==> config.mk <==
export PLATFORM = sky130hd
export DESIGN_NAME = ex_stage
export DESIGN_NICKNAME = d
export VERILOG_FILES = /design/src/verilog/ex_isa_pkg.sv /design/src/verilog/ex_stage_pkg.sv /design/src/verilog/ex_arith.sv /design/src/verilog/ex_bitwise.sv /design/src/verilog/ex_hilo.sv /design/src/verilog/ex_mul.sv /design/src/verilog/ex_stage.sv
export SDC_FILE = /design/constraint.sdc
export NUM_CORES = 2
export LEC_CHECK = 0
export ABC_AREA = 1
export BUFFER_PORTS_ARGS = -buffer_cell sky130_fd_sc_hd__buf_2
export CORE_ASPECT_RATIO = 0.6
export CORE_UTILIZATION = 60
export CTS_CLUSTER_DIAMETER = 60
export DETAILED_ROUTE_END_ITERATION = 7
export MAX_ROUTING_LAYER = met4
export PLACE_DENSITY_LB_ADDON = 0.25
export SYNTH_ARGS = -nofsm -noshare
export SYNTH_HDL_FRONTEND = slang
export SYNTH_SLANG_ARGS = --single-unit
==> constraint.sdc <==
create_clock -name clk -period 14.09 [get_ports clk]
set_input_delay 2.1135 -clock clk [delete_from_list [all_inputs] [get_ports clk]]
set_output_delay 2.1135 -clock clk [all_outputs]
set_load 0.05 [all_outputs]
==> src/verilog/ex_isa_pkg.sv <==
// ISA-level definitions for the execute stage
// Word widths, operation codes and result-group codes as decoded upstream
// Imported by every execute-stage module that needs them

package ex_isa_pkg;

    localparam int XLEN       = 32;
    localparam int SHAMT_W    = 5;
    localparam int REG_ADDR_W = 5;

    typedef logic [XLEN-1:0]       word_t;
    typedef logic [2*XLEN-1:0]     dword_t;
    typedef logic [REG_ADDR_W-1:0] reg_addr_t;

    // Operation codes as produced by the decode stage
    typedef enum logic [7:0] {
        OP_NOP   = 8'b0000_0000,
        OP_AND   = 8'b0010_0100,
        OP_OR    = 8'b0010_0101,
        OP_XOR   = 8'b0010_0110,
        OP_NOR   = 8'b0010_0111,
        OP_SLL   = 8'b0111_1100,
        OP_SRL   = 8'b0000_0010,
        OP_SRA   = 8'b0000_0011,
        OP_MFHI  = 8'b0001_0000,
        OP_MTHI  = 8'b0001_0001,
        OP_MFLO  = 8'b0001_0010,
        OP_MTLO  = 8'b0001_0011,
        OP_SLT   = 8'b0010_1010,
        OP_SLTU  = 8'b0010_1011,
        OP_ADD   = 8'b0010_0000,
        OP_ADDU  = 8'b0010_0001,
        OP_SUB   = 8'b0010_0010,
        OP_SUBU  = 8'b0010_0011,
        OP_ADDI  = 8'b0101_0101,
        OP_ADDIU = 8'b0101_0110,
        OP_CLZ   = 8'b1011_0000,
        OP_CLO   = 8'b1011_0001,
        OP_MULT  = 8'b0001_1000,
        OP_MULTU = 8'b0001_1001,
        OP_MUL   = 8'b1010_1001,
        OP_MADD  = 8'b1010_0110,
        OP_MADDU = 8'b1010_1000,
        OP_MSUB  = 8'b1010_1010,
        OP_MSUBU = 8'b1010_1011
    } aluop_e;

    // Result group that feeds the write-back word
    typedef enum logic [2:0] {
        SEL_NOP   = 3'b000,
        SEL_LOGIC = 3'b001,
        SEL_SHIFT = 3'b010,
        SEL_MOVE  = 3'b011,
        SEL_ARITH = 3'b100,
        SEL_MUL   = 3'b101
    } alusel_e;

endpackage

==> src/verilog/ex_stage_pkg.sv <==
// Structured signals of the execute stage
// Request and write-back bundles plus the HI/LO register view
// Port types use these through scoped names

package ex_stage_pkg;

    import ex_isa_pkg::*;

    // One decoded instruction handed over by decode
    typedef struct packed {
        aluop_e    aluop;
        alusel_e   alusel;
        word_t     reg1;
        word_t     reg2;
        reg_addr_t wd;
        logic      wreg;
    } ex_req_t;

    // Register-file write request toward the memory stage
    typedef struct packed {
        reg_addr_t wd;
        logic      wreg;
        word_t     wdata;
    } ex_wb_t;

    // HI in the upper word, LO in the lower word
    typedef struct packed {
        word_t hi;
        word_t lo;
    } hilo_half_t;

    // Seen as one 64-bit value for products and accumulation
    // and as two halves for the move instructions
    typedef union packed {
        dword_t     dword;
        hilo_half_t half;
    } hilo_u;

endpackage
==> src/verilog/ex_arith.sv <==
// Arithmetic unit of the execute stage
// One shared adder serves add, subtract and signed compare
// Also counts leading zeros and ones, and reports signed overflow

module ex_arith (
    input  ex_isa_pkg::aluop_e aluop_i,
    input  ex_isa_pkg::word_t  reg1_i,
    input  ex_isa_pkg::word_t  reg2_i,
    output ex_isa_pkg::word_t  arith_o,
    output logic               overflow_o
);
    import ex_isa_pkg::*;

    logic  do_sub;
    word_t reg2_mux;
    word_t sum;
    logic  lt_signed;
    logic  lt_unsigned;

    // Number of leading bits equal to val, 0 to 32
    function automatic logic [5:0] lead_count(input word_t w, input logic val);
        logic [5:0] cnt;
        logic       done;
        cnt  = '0;
        done = 1'b0;
        for (int i = XLEN - 1; i >= 0; i--) begin
            if (!done) begin
                if (w[i] == val) begin
                    cnt = cnt + 1'b1;
                end else begin
                    done = 1'b1;
                end
            end
        end
        return cnt;
    endfunction

    assign do_sub   = aluop_i inside {OP_SUB, OP_SUBU, OP_SLT};
    assign reg2_mux = do_sub ? (~reg2_i + 1'b1) : reg2_i;
    assign sum      = reg1_i + reg2_mux;

    // Same-sign operands whose sum flips sign
    assign overflow_o = (reg1_i[XLEN-1] == reg2_mux[XLEN-1]) &&
                        (sum[XLEN-1] != reg1_i[XLEN-1]);

    // Negative beats positive; equal signs look at the difference
    assign lt_signed = (reg1_i[XLEN-1] && !reg2_i[XLEN-1]) ||
                       ((reg1_i[XLEN-1] == reg2_i[XLEN-1]) && sum[XLEN-1]);
    assign lt_unsigned = reg1_i < reg2_i;

    always_comb begin
        case (aluop_i)
            OP_ADD, OP_ADDU, OP_ADDI, OP_ADDIU, OP_SUB, OP_SUBU: begin
                arith_o = sum;
            end
            OP_SLT: begin
                arith_o = word_t'(lt_signed);
            end
            OP_SLTU: begin
                arith_o = word_t'(lt_unsigned);
            end
            OP_CLZ: begin
                arith_o = word_t'(lead_count(reg1_i, 1'b0));
            end
            OP_CLO: begin
                arith_o = word_t'(lead_count(reg1_i, 1'b1));
            end
            default: begin
                arith_o = '0;
            end
        endcase
    end

endmodule

==> src/verilog/ex_bitwise.sv <==
// Logic and shift unit of the execute stage
// Purely combinational, gives zero for operations it does not own
// Shift amount comes from the low bits of reg1, the shifted value is reg2

module ex_bitwise (
    input  ex_isa_pkg::aluop_e aluop_i,
    input  ex_isa_pkg::word_t  reg1_i,
    input  ex_isa_pkg::word_t  reg2_i,
    output ex_isa_pkg::word_t  logic_o,
    output ex_isa_pkg::word_t  shift_o
);
    import ex_isa_pkg::*;

    logic [SHAMT_W-1:0] shamt;

    assign shamt = reg1_i[SHAMT_W-1:0];

    always_comb begin
        case (aluop_i)
            OP_OR: begin
                logic_o = reg1_i | reg2_i;
            end
            OP_AND: begin
                logic_o = reg1_i & reg2_i;
            end
            OP_NOR: begin
                logic_o = ~(reg1_i | reg2_i);
            end
            OP_XOR: begin
                logic_o = reg1_i ^ reg2_i;
            end
            default: begin
                logic_o = '0;
            end
        endcase
    end

    always_comb begin
        case (aluop_i)
            OP_SLL: begin
                shift_o = reg2_i << shamt;
            end
            OP_SRL: begin
                shift_o = reg2_i >> shamt;
            end
            // Arithmetic shift keeps the sign of reg2
            OP_SRA: begin
                shift_o = word_t'($signed(reg2_i) >>> shamt);
            end
            default: begin
                shift_o = '0;
            end
        endcase
    end

endmodule

==> src/verilog/ex_hilo.sv <==
// HI/LO register of the execute stage
// Written on accepted instructions, multiply results win over moves
// MTHI and MTLO replace one half and keep the other

module ex_hilo (
    input  logic                clk,
    input  logic                rst_i,
    input  logic                en_i,
    input  ex_isa_pkg::aluop_e  aluop_i,
    input  ex_isa_pkg::word_t   reg1_i,
    input  logic                mul_we_i,
    input  ex_stage_pkg::hilo_u mul_hilo_i,
    output ex_stage_pkg::hilo_u hilo_o
);
    import ex_isa_pkg::*;
    import ex_stage_pkg::*;

    hilo_u hilo_q;
    hilo_u hilo_d;
    logic  write;

    always_comb begin
        hilo_d = hilo_q;
        write  = 1'b0;
        if (mul_we_i) begin
            hilo_d = mul_hilo_i;
            write  = 1'b1;
        end else begin
            case (aluop_i)
                OP_MTHI: begin
                    hilo_d.half.hi = reg1_i;
                    write          = 1'b1;
                end
                OP_MTLO: begin
                    hilo_d.half.lo = reg1_i;
                    write          = 1'b1;
                end
                default: begin
                    write = 1'b0;
                end
            endcase
        end
    end

    always_ff @(posedge clk) begin
        if (rst_i) begin
            hilo_q <= '0;
        end else if (en_i && write) begin
            hilo_q <= hilo_d;
        end
    end

    assign hilo_o = hilo_q;

endmodule

==> src/verilog/ex_mul.sv <==
// Multiply unit with the two-cycle multiply-accumulate sequencer
// First accumulate cycle stalls and stores the product, second adds HI/LO
// Requests HI/LO writes for MULT, MULTU and the accumulate family

module ex_mul (
    input  logic                clk,
    input  logic                rst_i,
    input  logic                valid_i,
    input  ex_isa_pkg::aluop_e  aluop_i,
    input  ex_isa_pkg::word_t   reg1_i,
    input  ex_isa_pkg::word_t   reg2_i,
    input  ex_stage_pkg::hilo_u hilo_i,
    output logic                stall_o,
    output ex_isa_pkg::word_t   mul_lo_o,
    output logic                hilo_we_o,
    output ex_stage_pkg::hilo_u hilo_wdata_o
);
    import ex_isa_pkg::*;

    logic   is_signed;
    logic   is_acc;
    logic   is_sub;
    logic   phase_q;
    word_t  op1;
    word_t  op2;
    dword_t prod_mag;
    dword_t prod;
    dword_t acc_q;

    assign is_signed = aluop_i inside {OP_MUL, OP_MULT, OP_MADD, OP_MSUB};
    assign is_acc    = aluop_i inside {OP_MADD, OP_MADDU, OP_MSUB, OP_MSUBU};
    assign is_sub    = aluop_i inside {OP_MSUB, OP_MSUBU};

    // Signed forms multiply magnitudes and fix the sign afterwards
    assign op1      = (is_signed && reg1_i[XLEN-1]) ? -reg1_i : reg1_i;
    assign op2      = (is_signed && reg2_i[XLEN-1]) ? -reg2_i : reg2_i;
    assign prod_mag = dword_t'(op1) * dword_t'(op2);
    assign prod     = (is_signed && (reg1_i[XLEN-1] ^ reg2_i[XLEN-1])) ? -prod_mag : prod_mag;
    assign mul_lo_o = prod[XLEN-1:0];

    // Stall only in the first accumulate cycle
    assign stall_o = is_acc && !phase_q;

    always_ff @(posedge clk) begin
        if (rst_i) begin
            phase_q <= 1'b0;
        end else if (phase_q && valid_i) begin
            phase_q <= 1'b0;
        end else if (!phase_q && valid_i && is_acc) begin
            phase_q <= 1'b1;
        end
    end

    // Held product, negated for the subtracting forms
    always_ff @(posedge clk) begin
        if (valid_i && is_acc && !phase_q) begin
            acc_q <= is_sub ? -prod : prod;
        end
    end

    always_comb begin
        hilo_we_o          = 1'b0;
        hilo_wdata_o.dword = prod;
        if (aluop_i inside {OP_MULT, OP_MULTU}) begin
            hilo_we_o = 1'b1;
        end else if (is_acc && phase_q) begin
            hilo_we_o          = 1'b1;
            hilo_wdata_o.dword = acc_q + hilo_i.dword;
        end
    end

endmodule

==> src/verilog/ex_stage.sv <==
// Execute stage top level
// Takes one decoded request per cycle when not stalled
// Result and HI/LO update land on the same edge, one cycle after accept
// Multiply-accumulates stall for one extra cycle

module ex_stage (
    input  logic                  clk,
    input  logic                  rst_i,
    input  logic                  valid_i,
    input  ex_stage_pkg::ex_req_t req_i,
    output logic                  stall_o,
    output logic                  wb_valid_o,
    output ex_stage_pkg::ex_wb_t  wb_o
);
    import ex_isa_pkg::*;
    import ex_stage_pkg::*;

    logic   accept;
    word_t  logic_res;
    word_t  shift_res;
    word_t  arith_res;
    word_t  move_res;
    word_t  mul_lo;
    logic   overflow;
    logic   ovf_cancel;
    logic   hilo_we;
    hilo_u  hilo_wdata;
    hilo_u  hilo;
    ex_wb_t wb_d;

    assign accept = valid_i && !stall_o;

    ex_bitwise i_ex_bitwise (
        .aluop_i (req_i.aluop),
        .reg1_i  (req_i.reg1),
        .reg2_i  (req_i.reg2),
        .logic_o (logic_res),
        .shift_o (shift_res)
    );

    ex_arith i_ex_arith (
        .aluop_i    (req_i.aluop),
        .reg1_i     (req_i.reg1),
        .reg2_i     (req_i.reg2),
        .arith_o    (arith_res),
        .overflow_o (overflow)
    );

    ex_mul i_ex_mul (
        .clk          (clk),
        .rst_i        (rst_i),
        .valid_i      (valid_i),
        .aluop_i      (req_i.aluop),
        .reg1_i       (req_i.reg1),
        .reg2_i       (req_i.reg2),
        .hilo_i       (hilo),
        .stall_o      (stall_o),
        .mul_lo_o     (mul_lo),
        .hilo_we_o    (hilo_we),
        .hilo_wdata_o (hilo_wdata)
    );

    ex_hilo i_ex_hilo (
        .clk        (clk),
        .rst_i      (rst_i),
        .en_i       (accept),
        .aluop_i    (req_i.aluop),
        .reg1_i     (req_i.reg1),
        .mul_we_i   (hilo_we),
        .mul_hilo_i (hilo_wdata),
        .hilo_o     (hilo)
    );

    assign move_res = (req_i.aluop == OP_MFHI) ? hilo.half.hi :
                      (req_i.aluop == OP_MFLO) ? hilo.half.lo : '0;

    // Trapping adds and subtracts drop their register write on overflow
    assign ovf_cancel = overflow && (req_i.aluop inside {OP_ADD, OP_ADDI, OP_SUB});

    always_comb begin
        wb_d.wd   = req_i.wd;
        wb_d.wreg = req_i.wreg && !ovf_cancel;
        case (req_i.alusel)
            SEL_LOGIC: wb_d.wdata = logic_res;
            SEL_SHIFT: wb_d.wdata = shift_res;
            SEL_MOVE:  wb_d.wdata = move_res;
            SEL_ARITH: wb_d.wdata = arith_res;
            SEL_MUL:   wb_d.wdata = mul_lo;
            default:   wb_d.wdata = '0;
        endcase
    end

    always_ff @(posedge clk) begin
        if (rst_i) begin
            wb_valid_o <= 1'b0;
            wb_o.wreg  <= 1'b0;
        end else begin
            wb_valid_o <= accept;
            if (accept) begin
                wb_o <= wb_d;
            end
        end
    end

endmodule

==> metrics.txt <==
Clk Latency, worst-skew pair=0.48 ns; Critical Path RT=about 14 ns; Top cell by count, worst path=inv_1; Slew headroom=-0.06995; Die Wd=417.6 um; status=finished, violations left; multi-input logic area=between 50,000 and 60,000 um^2; first-pass iteration count of the detailed router=8; RSZ-0062 raised after global routing=true; Synth Instances=about 9k; DRC=just over 100; cell row count=91; Avg Inst Size Synth=around 7 um^2; most common library cells after synthesis=nand2_1, inv_1, fa_1; number of synthesized flops with an enable pin=101; leading post-synthesis cells by cell area=fa_1, nand2_1, inv_1, ha_1, nor2_1; Iteration-0 DRC Markers=10.18k; CP max stage delay=between 0.5 and 0.6 ns; vias in the first global route=65.62k; CP Launch Point=req_i[41]; Sequential cell area=roughly 4400 um^2; count leader, synth=nand2_1; Total GRT Usage=0.5291; flop2flop setup slack=roughly 6.7 ns; clk_skew=approximately 0.027 ns; Tcrit/Tclk final=0.9826; pre-CTS setup slack=-1.204 ns; Tmin final=between 10 and 15 ns; fin. max-slew vios=4; Peak Freq=0.07223 GHz; Root Driver=clkbuf_16; Cell variety after synth=between 70 and 80; Slew @ Worst Pin=roughly 1.6 ns; Reg clk slew, reported paths=0.08 ns; Max-Cap Viols=1; Synth Cell Area=roughly 62,000 um^2; Hold WC Path Type=flop to flop; Fill cells=8,306; hold path start=wb_o[32]; Area growth, synth to finish=18.89%; Worst Path Max Fanout=5; Crit-path slowest cell=fa_1; CTS Buf Count=17; Setup Viol. Count Final=0; Syn Nets=around 10k; WP data arrival=between 10 and 15 ns; initial antenna violation count=30; Port Buf Inserts=around 120; CP top delay family=adder cells; Synth Register Bits=roughly 170; GP Congestion=1.209; CP Class=input pin to flop; hpwl dp=between 200,000 and 250,000 um; top cell type's share of synthesized area=0.2891; Net count, final=between 10k and 15k; initial core utilization=0.6055; Synth warnings=0; via/cell ratio=about 6; Clock Sinks=between 150 and 200; post-synthesis async set-or-reset flop share=0; top_reg_cell synth=edfxtp_1; cell taking the most area after synthesis=fa_1; hold-fix buffer count after cts=0; Area after DPL=about 70,000 um^2; share of layout cells above drive strength 1=0.1669; final setup TNS=0 ns; Total Wirelength=274,300 um; global-route wire length before repair=between 400,000 and 500,000 um; Hold Vio Cnt, Final=0; Vert. Die Dim=251.4 um; Antenna Violating Nets Remaining=0; worst path bufs/invs=22; Startpoint Class=input pin; die area=about 100,000 um^2; part of the Yosys area used for sequential elements=0.07034; fin area=73,930 um^2; RR Startpoint=i_ex_hilo.hilo_o[0]; wire length per cell=24.27 um; largest net degree at the start of global routing=76; via count=roughly 68k; core area=approximately 100,000 um^2; GR Overflow Total=0; CTS tree=done; H-tree levels=4; final design utilization=0.7199; CP Capture Type=flop; failing checks=DRC, capacitance limit, slew limit; Ports=124; setup ws final=~0.25 ns; Max Root-Sink Buffers=2
## logic make-up after synthesis
family	synth area share
buf+inv	0.1372
compound gates	0.1133
flops	0.07034
fa+ha+maj	0.3921
xor+xnor	0.03801
mux	0.0006439
simple gates	0.2483
## final timing paths
path	depth (start not counted)	to
min reg2reg	2	wb_o[32]
max reg2reg	38	i_ex_hilo.hilo_o[56]
min	2	wb_o[32]
max	63	i_ex_mul.acc_q[62]
## metrics by stage
step	hold slack, ns	cells
2_1_floorplan	0.4488	8991
3_3_place_gp	0.4714	11200
3_5_place_dp	0.4817	11200
6_report	0.5214	11310
5_1_grt	0.5224	11300
4_1_cts	0.5121	11240
## sequential cells by signal (all words and copies together) (netlist names)
name              cells
i_ex_hilo.hilo_o     64
i_ex_mul.acc_q       64
wb_o                 38
i_ex_mul.phase_q      1
wb_valid_o            1
## what timing repair did
item | CTS | global route
gates resized for setup | 42 | 274
setup buffers | 3 | 33
pin swaps | 3 | 151
setup endpoints to repair | 28 | 54
cloned | 0 | 0
## cell usage in the layout (no fill, tap or decap), types with 30 or more instances in the layout
| cell type | count |
|---|---|
| nand4_1 | 88 |
| fa_1 | 895 |
| inv_1 | 1837 |
| o21ai_1 | 38 |
| buf_2 | 123 |
| a21oi_2 | 30 |
| a21oi_1 | 334 |
| nor2_2 | 49 |
| o21ai_2 | 36 |
| buf_4 | 992 |
| a31oi_1 | 31 |
| inv_2 | 39 |
| edfxtp_1 | 101 |
| dfxtp_1 | 67 |
| or2_2 | 57 |
| o21ai_0 | 398 |
| nor2_1 | 782 |
| diode_2 | 33 |
| nor3_1 | 69 |
| buf_12 | 60 |
| nand2_2 | 48 |
| a221oi_1 | 30 |
| clkinv_1 | 32 |
| nand2_1 | 2164 |
| a41oi_1 | 30 |
| o211ai_1 | 51 |
| xnor2_1 | 60 |
| nand3_1 | 304 |
| xor2_1 | 182 |
| ha_1 | 492 |
## tightest hold or removal path, cell delays in order, from the launching register on
cell	delay (ns)
dfxtp_1	0.34
nand2_1	0.07
a21oi_1	0.06
## area by class of cell
cell class / instances / area share
diodes: 33 / 0.001117
multi-input cells: 6580 / 0.6844
flip-flops and latches: 168 / 0.05917
clock inverters: 13 / 0.002082
inverters: 1918 / 0.09775
well taps: 1395 / 0.02361
repair buffers: 1179 / 0.1259
clock buffers: 19 / 0.005991
## routing by layer
metal	up-vias	share of wire	global-route usage
met4	0	0.049	0.1956
met5	-	0	-
met1	32040	0.38	0.6935
met3	947	0.20	0.2947
met2	5508	0.37	0.6659
li1	29600	-	-
Power is not shown: default switching activity piles up to over one toggle a cycle in this logic, so the estimate is an artifact.
